<file path="config.mk">
export PLATFORM = sky130hd
export DESIGN_NAME = ca_display_top
export DESIGN_NICKNAME = d
export VERILOG_FILES = /design/src/verilog/ca_pkg.sv /design/src/verilog/ca_display_top.sv /design/src/verilog/ca_next_row.sv /design/src/verilog/ca_row_store.sv /design/src/verilog/ca_scan_ctrl.sv /design/src/verilog/ca_seed_lfsr.sv
export SDC_FILE = /design/constraint.sdc
export NUM_CORES = 2
export LEC_CHECK = 0
export BUFFER_PORTS_ARGS = -buffer_cell sky130_fd_sc_hd__buf_2
export CORE_ASPECT_RATIO = 1.4
export CORE_MARGIN = 2
export CORE_UTILIZATION = 30
export DETAILED_ROUTE_END_ITERATION = 8
export PLACE_DENSITY_LB_ADDON = 0.15
export SLEW_MARGIN = 20
export SYNTH_ARGS = -nofsm -noshare
export SYNTH_HDL_FRONTEND = slang
export SYNTH_SLANG_ARGS = --single-unit
</file>
<file path="constraint.sdc">
create_clock -name SW -period 51 [get_ports SW]
set_input_delay 7.65 -clock SW [delete_from_list [all_inputs] [get_ports SW]]
set_output_delay 7.65 -clock SW [all_outputs]
set_load 0.02 [all_outputs]
</file>
<file path="src/verilog/ca_pkg.sv">
//////////////////////////////////////////////////////////////////////
// Cellular automaton shared definitions
// Controller states, rule width and the power-up contents of the
// random row LFSR bank
//////////////////////////////////////////////////////////////////////

package ca_pkg;

   // Eight neighbourhoods, one rule bit each
   localparam int RULE_BITS = 8;

   // One LFSR word covers 32 cells
   localparam int LFSR_BITS = 32;
   localparam int MAX_WORDS = 20;            // 640 cells max

   //////////////////////////////////////////////////////////////////
   // LFSR reset values, element k feeds cells 32k up to 32k+31
   //////////////////////////////////////////////////////////////////
   localparam logic [LFSR_BITS-1:0] LFSR_SEEDS [MAX_WORDS] = '{
      32'h7820_6410,                         // Cells 0..31
      32'h4c4e_2afb,
      32'h080c_1254,
      32'h3dea_4fc9,
      32'h520b_3de8,
      32'hda62_26b3,
      32'h5a21_3cb2,
      32'he3bf_4f0c,
      32'h0c22_d55a,
      32'h7184_b67f,
      32'ha15f_a105,
      32'h1fa4_6164,
      32'h73b1_adbf,
      32'h273c_0dae,
      32'h8b9d_ec83,
      32'h15f2_b949,
      32'h7a07_037e,
      32'h1f64_ff19,
      32'ha8c3_0101,
      32'hf923_2a25                          // Cells 608..639
   };

   // Raster controller states
   typedef enum logic [2:0] {
      LOAD,                                  // Seed the current row
      SET_PIXEL,                             // Address settles
      WRITE_PIXEL,                           // Write strobe
      ADVANCE,                               // Next column or row end
      NEXT_ROW,                              // Row update cycle
      IDLE,                                  // Frame done, wait for press
      HOLD                                   // Wait for release
   } ca_state_e;

endpackage

</file>
<file path="src/verilog/ca_display_top.sv">
`timescale 1ns/1ps
//////////////////////////////////////////////////////////////////////
// Cellular automaton frame generator
// Draws ROW_COUNT generations of a 1-D automaton as a stream of
// pixel writes for an external frame buffer
//////////////////////////////////////////////////////////////////////

module ca_display_top #(
   parameter int ROW_WIDTH = 640,            // Multiple of 32, max 640
   parameter int ROW_COUNT = 480
) (
   input  logic                         SW,
   input  logic                         reset,
   input  logic [ca_pkg::RULE_BITS-1:0] rule_sel,
   input  logic                         random_seed,
   input  logic                         restart,
   output logic                         pix_we,
   output logic [$clog2(ROW_WIDTH)-1:0] pix_x,
   output logic [$clog2(ROW_COUNT)-1:0] pix_y,
   output logic                         pix_bit,
   output logic                         frame_done
);

   // Row has to split evenly into LFSR words
   if ((ROW_WIDTH % ca_pkg::LFSR_BITS) != 0 ||
       ROW_WIDTH > ca_pkg::MAX_WORDS * ca_pkg::LFSR_BITS)
   begin : g_width_check
      $error("ROW_WIDTH %0d not supported", ROW_WIDTH);
   end

   logic [ROW_WIDTH-1:0]         cur_row;
   logic [ROW_WIDTH-1:0]         next_row;
   logic [ROW_WIDTH-1:0]         random_row;
   logic [ca_pkg::RULE_BITS-1:0] rule;
   logic                         seed_load;
   logic                         seed_step;
   logic                         row_step;

   // Counters double as the pixel address
   ca_scan_ctrl #(
      .ROW_WIDTH (ROW_WIDTH),
      .ROW_COUNT (ROW_COUNT)
   ) u_scan_ctrl (
      .SW         (SW),
      .reset      (reset),
      .restart    (restart),
      .col        (pix_x),
      .row        (pix_y),
      .pix_we     (pix_we),
      .seed_load  (seed_load),
      .seed_step  (seed_step),
      .row_step   (row_step),
      .frame_done (frame_done)
   );

   ca_row_store #(
      .ROW_WIDTH (ROW_WIDTH)
   ) u_row_store (
      .SW          (SW),
      .reset       (reset),
      .rule_sel    (rule_sel),
      .random_seed (random_seed),
      .seed_load   (seed_load),
      .row_step    (row_step),
      .col         (pix_x),
      .random_row  (random_row),
      .next_row    (next_row),
      .cur_row     (cur_row),
      .rule        (rule),
      .pix_bit     (pix_bit)
   );

   ca_next_row #(
      .ROW_WIDTH (ROW_WIDTH)
   ) u_next_row (
      .cur_row  (cur_row),
      .rule     (rule),
      .next_row (next_row)
   );

   ca_seed_lfsr #(
      .ROW_WIDTH (ROW_WIDTH)
   ) u_seed_lfsr (
      .SW         (SW),
      .reset      (reset),
      .seed_step  (seed_step),
      .random_row (random_row)
   );

endmodule

</file>
<file path="src/verilog/ca_next_row.sv">
`timescale 1ns/1ps
//////////////////////////////////////////////////////////////////////
// Next generation of a one-dimensional cellular automaton
// Every cell looks up its 3-cell neighbourhood in the rule,
// cells beyond either end of the row read as dead
//////////////////////////////////////////////////////////////////////

module ca_next_row #(
   parameter int ROW_WIDTH = 640
) (
   input  logic [ROW_WIDTH-1:0]         cur_row,
   input  logic [ca_pkg::RULE_BITS-1:0] rule,
   output logic [ROW_WIDTH-1:0]         next_row
);

   // Cell 0 is the leftmost pixel, so the left neighbour is i-1
   for (genvar i = 0; i < ROW_WIDTH; i++)
   begin : g_cell
      logic left;
      logic right;

      if (i == 0)
      begin : g_left_edge
         assign left = 1'b0;                 // Zero padding
      end
      else
      begin : g_left_cell
         assign left = cur_row[i-1];
      end

      if (i == ROW_WIDTH - 1)
      begin : g_right_edge
         assign right = 1'b0;                // Zero padding
      end
      else
      begin : g_right_cell
         assign right = cur_row[i+1];
      end

      // Neighbourhood value 4*left + 2*centre + right picks the rule bit
      assign next_row[i] = rule[{left, cur_row[i], right}];
   end

endmodule

</file>
<file path="src/verilog/ca_row_store.sv">
`timescale 1ns/1ps
//////////////////////////////////////////////////////////////////////
// Current row storage
// Samples the rule and seed mode in reset, seeds the row at frame
// start, steps it to the next generation at each row end and picks
// the bit of the column being written
//////////////////////////////////////////////////////////////////////

module ca_row_store #(
   parameter int ROW_WIDTH = 640
) (
   input  logic                         SW,
   input  logic                         reset,
   input  logic [ca_pkg::RULE_BITS-1:0] rule_sel,
   input  logic                         random_seed,
   input  logic                         seed_load,
   input  logic                         row_step,
   input  logic [$clog2(ROW_WIDTH)-1:0] col,
   input  logic [ROW_WIDTH-1:0]         random_row,
   input  logic [ROW_WIDTH-1:0]         next_row,
   output logic [ROW_WIDTH-1:0]         cur_row,
   output logic [ca_pkg::RULE_BITS-1:0] rule,
   output logic                         pix_bit
);

   // Single live cell in the middle
   localparam logic [ROW_WIDTH-1:0] DOT_SEED = ROW_WIDTH'(1) << (ROW_WIDTH / 2);

   logic random_mode;                        // Seed mode latched in reset
   logic first_load;                         // No seed taken since reset

   //////////////////////////////////////////////////////////////////
   // Mode and rule capture
   //////////////////////////////////////////////////////////////////
   always_ff @(posedge SW)
   begin
      if (reset)
      begin
         rule        <= rule_sel;            // Follows the switches in reset
         random_mode <= random_seed;
         first_load  <= 1'b1;
      end
      else if (seed_load)
      begin
         first_load <= 1'b0;
      end
   end

   //////////////////////////////////////////////////////////////////
   // Row register
   //////////////////////////////////////////////////////////////////
   always_ff @(posedge SW)
   begin
      if (seed_load)
      begin
         // Dot mode only seeds once, later frames keep evolving
         if (random_mode)
            cur_row <= random_row;
         else if (first_load)
            cur_row <= DOT_SEED;
      end
      else if (row_step)
      begin
         cur_row <= next_row;                // Next generation
      end
   end

   // Pixel x shows cell x
   assign pix_bit = cur_row[col];

endmodule

</file>
<file path="src/verilog/ca_scan_ctrl.sv">
`timescale 1ns/1ps
//////////////////////////////////////////////////////////////////////
// Raster controller
// Walks every pixel of the frame in x then y order, strobes one
// write per pixel and steps the row store at each row end. After
// the last row it waits for a restart press and release
//////////////////////////////////////////////////////////////////////

module ca_scan_ctrl #(
   parameter int ROW_WIDTH = 640,
   parameter int ROW_COUNT = 480
) (
   input  logic                         SW,
   input  logic                         reset,
   input  logic                         restart,
   output logic [$clog2(ROW_WIDTH)-1:0] col,
   output logic [$clog2(ROW_COUNT)-1:0] row,
   output logic                         pix_we,
   output logic                         seed_load,
   output logic                         seed_step,
   output logic                         row_step,
   output logic                         frame_done
);

   localparam int COL_BITS = $clog2(ROW_WIDTH);
   localparam int ROW_BITS = $clog2(ROW_COUNT);

   localparam logic [COL_BITS-1:0] COL_LAST = COL_BITS'(ROW_WIDTH - 1);
   localparam logic [ROW_BITS-1:0] ROW_LAST = ROW_BITS'(ROW_COUNT - 1);

   ca_pkg::ca_state_e state;
   logic              restart_q;             // Previous restart level
   logic              last_col;
   logic              last_row;

   assign last_col = (col == COL_LAST);
   assign last_row = (row == ROW_LAST);

   //////////////////////////////////////////////////////////////////
   // State machine, all strobes registered
   //////////////////////////////////////////////////////////////////
   always_ff @(posedge SW)
   begin
      if (reset)
      begin
         state      <= ca_pkg::LOAD;
         col        <= '0;
         row        <= '0;
         pix_we     <= 1'b0;
         seed_load  <= 1'b0;
         seed_step  <= 1'b0;
         row_step   <= 1'b0;
         frame_done <= 1'b0;
         restart_q  <= 1'b0;
      end
      else
      begin
         restart_q <= restart;
         pix_we    <= 1'b0;                  // Strobes last one cycle
         seed_load <= 1'b0;
         seed_step <= 1'b0;
         row_step  <= 1'b0;

         case (state)
            ca_pkg::LOAD:
            begin
               seed_load  <= 1'b1;           // Row valid from WRITE_PIXEL on
               frame_done <= 1'b0;           // New frame starts
               col        <= '0;
               row        <= '0;
               state      <= ca_pkg::SET_PIXEL;
            end

            ca_pkg::SET_PIXEL:
            begin
               pix_we <= 1'b1;               // Address and bit now stable
               state  <= ca_pkg::WRITE_PIXEL;
            end

            ca_pkg::WRITE_PIXEL:
            begin
               // Done flag rises right after the final write
               if (last_col && last_row)
                  frame_done <= 1'b1;
               state <= ca_pkg::ADVANCE;
            end

            ca_pkg::ADVANCE:
            begin
               if (last_col)
               begin
                  col      <= '0;
                  row_step <= 1'b1;          // Also on the last row, for dot restart
                  if (last_row)
                  begin
                     state <= ca_pkg::IDLE;
                  end
                  else
                  begin
                     row   <= row + 1'b1;
                     state <= ca_pkg::NEXT_ROW;
                  end
               end
               else
               begin
                  col   <= col + 1'b1;
                  state <= ca_pkg::SET_PIXEL;
               end
            end

            ca_pkg::NEXT_ROW:
            begin
               state <= ca_pkg::SET_PIXEL;   // Row store updates here
            end

            ca_pkg::IDLE:
            begin
               // Press edge only, a held button does not count
               if (restart && !restart_q)
                  state <= ca_pkg::HOLD;
            end

            ca_pkg::HOLD:
            begin
               if (!restart)
               begin
                  seed_step <= 1'b1;         // One LFSR step per restart
                  state     <= ca_pkg::LOAD;
               end
            end

            default:
            begin
               state <= ca_pkg::IDLE;
            end
         endcase
      end
   end

endmodule

</file>
<file path="src/verilog/ca_seed_lfsr.sv">
`timescale 1ns/1ps
//////////////////////////////////////////////////////////////////////
// Random row source
// A bank of 32-bit Fibonacci LFSRs, one per 32 cells of the row.
// All words load their table value in reset and step together
// once per seed_step strobe
//////////////////////////////////////////////////////////////////////

module ca_seed_lfsr #(
   parameter int ROW_WIDTH = 640
) (
   input  logic                 SW,
   input  logic                 reset,
   input  logic                 seed_step,
   output logic [ROW_WIDTH-1:0] random_row
);

   localparam int WORDS = ROW_WIDTH / ca_pkg::LFSR_BITS;

   for (genvar k = 0; k < WORDS; k++)
   begin : g_word
      logic [ca_pkg::LFSR_BITS-1:0] word;
      logic                         feedback;

      // Taps 31, 21, 1 and 0
      assign feedback = word[ca_pkg::LFSR_BITS-1] ^ word[21] ^ word[1] ^ word[0];

      always_ff @(posedge SW)
      begin
         if (reset)
         begin
            word <= ca_pkg::LFSR_SEEDS[k];   // Known start per word
         end
         else if (seed_step)
         begin
            word <= {word[ca_pkg::LFSR_BITS-2:0], feedback}; // Shift left
         end
      end

      // Word k drives cells 32k and up
      assign random_row[k*ca_pkg::LFSR_BITS +: ca_pkg::LFSR_BITS] = word;
   end

endmodule
</file>
==> flow_summary.yaml <==
clock_network:
  postCtsSetupBuffers: 0
  numCtsBuffers: 173
  insertion_delay_ns: 0.87
  cts-root-buf: "clkbuf_16"
  hold_buffers: 0
  cts_max_path_buffers: 4
  cts_tree: "yes"
  clk_pin_slew_ns: 0.06
  post_cts_resized: 0
  htree_levels: 4
  cts_sinks: 1318
synthesis:
  synth-seq-area-share_pct: 34.2
  synth_cell_type_count: 53
  synth_area_um2: 96200
  synth_edf_count: 649
  syn_avg_cell_area_um2: 12.0
  ys.flop_type: "dfxtp_1"
  syn_nets: 8050
  synth_seq_cells: 1318
  async_flop_share_pct: 0
  ys_warn_count: 0
  synth_cells: 8036
timing:
  rsz0062_at_grt: "no"
  hold_viol_final: 0
  setup_ws_ns: 37.87
  setup_tns_ns: 0
  fin_crit_sh_pct: 25.7
  fmax_mhz: 76.2
  final.setup_skew_ns: 0.0750
  tightestPinTransition_ns: 1.20
  slew_headroom_pct: 20.0
  min_period_ns: 13.13
  setup_violations: 0
  slew_viol_final: 0
worst_setup_path:
  worstSetupStartpoint: "u_scan_ctrl.col[0]"
  critPathMaxFanout: 35
  r2r_start: "u_row_store.rule[1]"
  reg2reg_slack_ns: 45.57
  start_kind: "flop"
  cp.arrival_ns: 5.48
  endpoint_kind: "output port"
  crit_end: "pix_bit"
  cp.required_ns: 43.35
  path_class: "reg2out"
  r2r_cells: 8
  r2r-end: "u_row_store.cur_row[457]"
placement:
  place_area_um2: 96500
  post-place-ws_ns: 38.31
  hpwl_mm: 154
  routabilityCongestion: 0.747
  portBuffers: 33
route:
  drtPass1Iterations: 6
  route.detailed.drc: 0
  drt_wl_total_mm: 295
  postRouteAntennaNets: 0
  num_vias: 66003
  wl_per_cell_um: 26.7
  viasPerCell: 5.97
  drt-initial-drc-count: 5326
die:
  die_y_um: 674
  start_util_pct: 30.1
  die_area_um2: 325000
  dieWidth_um: 483
  num_io_pins: 34
  row_count: 246
  coreArea_um2: 320000
grt:
  grt_max_degree: 217
  antenna_found_initial: 3
  grt_pass1_wl_mm: 454
  grt.total_usage_pct: 17.8
  grt_overflow: 0
  grt_pass1_vias: 69783
pwr:
  intPower_mw: 2.38
  swShare_pct: 29.3
  powerDensity_nw_per_um2: 32.9
  leakage_nw: 32.1
  seq_power_share_pct: 40.5
  switching_power_mw: 0.987
  clkPwrFrac_pct: 38.0
  ir_drop_v: 0.0000278
  combPwrFrac_pct: 21.5
finish:
  fin_nets: 6719
  drive_gt1_share_pct: 27.5
  synthToLayoutAreaGrowth_pct: 6.32
  fin_area_um2: 102000
run:
  maxCapViolations: 0
status:
  status: "finished, final reports clean"
min_path:
  hold_path_class: "reg2reg"
## power groups by stage
stage,clock network [mW],logic [mW],registers [mW]
floorplan,0,0.709,1.29
global placement,0,0.715,1.39
detailed placement,0,0.727,1.39
CTS,1.32,0.727,1.37
global route,1.35,0.778,1.38
finish,1.28,0.723,1.36
## synth_stat cells (4+ instances only)
library cell / count / area, um2
a211o_1: 295 / 2580
a21o_1: 4 / 30.0
a21oi_1: 36 / 180
a221oi_1: 4 / 35.0
a22oi_1: 33 / 248
a31oi_1: 5 / 31.3
and3_1: 15 / 93.8
buf_1: 204 / 766
buf_2: 40 / 200
buf_4: 7 / 52.6
buf_6: 12 / 135
clkbuf_1: 1396 / 5240
clkbuf_2: 5 / 25.0
dfxtp_1: 669 / 13400
edfxtp_1: 649 / 19500
inv_1: 10 / 37.5
mux2_2: 14 / 158
mux2i_1: 1004 / 10000
mux4_2: 1425 / 32100
nand2_1: 51 / 191
nand2b_1: 10 / 62.6
nand3_1: 656 / 3280
nand4_1: 10 / 62.6
nor2_1: 381 / 1430
nor2b_1: 303 / 1900
nor3_1: 12 / 60.1
nor4_1: 10 / 62.6
o21ai_0: 648 / 3240
o21bai_1: 12 / 90.1
o221ai_1: 12 / 105
o22ai_1: 10 / 62.6
o31ai_1: 4 / 30.0
xnor2_1: 46 / 403
xor2_1: 10 / 87.6
## routing by layer
layer / part of all wire [%] / track usage (%) / vias to the layer above
met4: 3.0 / 5.48 / 2
li1: - / - / 28244
met5: 0.0044 / 0 / -
met1: 41 / 22.4 / 35646
met2: 52 / 31.6 / 1715
met3: 4.2 / 2.05 / 396
## cell usage in the layout, fill, tap and decap left out, types with 100 or more instances in the layout
cell,count
a211o_1,295
buf_4,100
clkbuf_16,185
dfxtp_1,661
edfxtp_1,649
mux2i_1,1004
mux4_2,1425
nand3_1,656
nor2_1,380
nor2b_1,303
o21ai_0,648
## per-stage QoR
| stage | utilization, % | total power, mW | instances | hold slack [ns] |
|---|---|---|---|---|
| 3_5_place_dp | 30.2 | 2.11 | 10745 | 0.443 |
| 5_1_grt | 32.0 | 3.51 | 11057 | 0.488 |
| 4_1_cts | 32.0 | 3.41 | 11055 | 0.455 |
| 2_1_floorplan | - | 2.00 | 8036 | 0.427 |
| 6_report | 32.0 | 3.36 | 11058 | 0.458 |
| 3_3_place_gp | 30.2 | 2.10 | 10745 | 0.434 |
## worst max-delay path: stages, from the launching register on
cell	delay (ns)
dfxtp_4	0.94
buf_4	0.44
buf_4	0.66
mux4_2	0.61
nand3b_1	0.10
a31oi_1	0.08
nor4_1	0.66
a22oi_1	0.37
nand4_1	0.25
o211ai_1	0.22
buf_2	0.24
## state kept, by name, indices dropped and copies added, names as in the netlist, 3 cells and up
register,cells
u_row_store.rule,8
u_scan_ctrl.row,9
u_row_store.cur_row,640
u_scan_ctrl.state,3
u_scan_ctrl.col,10
u_seed_lfsr.g_word.word,640
## cell type report
class,instances,area [um2]
Inverter,10,37.5
Antenna cell,2,5.00
Clock inverter,66,678
Clock buffer,244,5070
Fill cell,31407,218000
Sequential cell,1318,32900
Tap cell,4216,5280
Multi-Input combinational cell,5042,56800
Timing Repair Buffer,160,1470
## cells by family (layout without fill, tap and decap cells)
group | count (synthesis) | count (layout) | synth area share (%)
and+or+nand+nor | 1465 | 1465 | 7.55
adders and majority gates | 2 | 2 | 0.0260
buffers and inverters | 1676 | 480 | 6.74
muxes | 2443 | 2443 | 44.0
DFF | 1318 | 1318 | 34.2
other | 0 | 2 | 0
xor gates and xnor gates | 56 | 56 | 0.510
AOI/OAI and AO/OA | 1076 | 1076 | 7.02
## how the worst min path moves through the flow
stage               slack, ns                             end                            from  depth (start not counted)
floorplan                0.43          u_row_store.first_load          u_row_store.first_load                          1
global placement         0.43          u_row_store.first_load          u_row_store.first_load                          1
detailed placement       0.44          u_row_store.first_load          u_row_store.first_load                          1
CTS                      0.46  u_seed_lfsr.g_word[0].word[30]  u_seed_lfsr.g_word[0].word[29]                          1
global route             0.49  u_seed_lfsr.g_word[0].word[30]  u_seed_lfsr.g_word[0].word[29]                          1
finish                   0.46  u_seed_lfsr.g_word[0].word[30]  u_seed_lfsr.g_word[0].word[29]                          1
(Power assumes the default switching activity.)
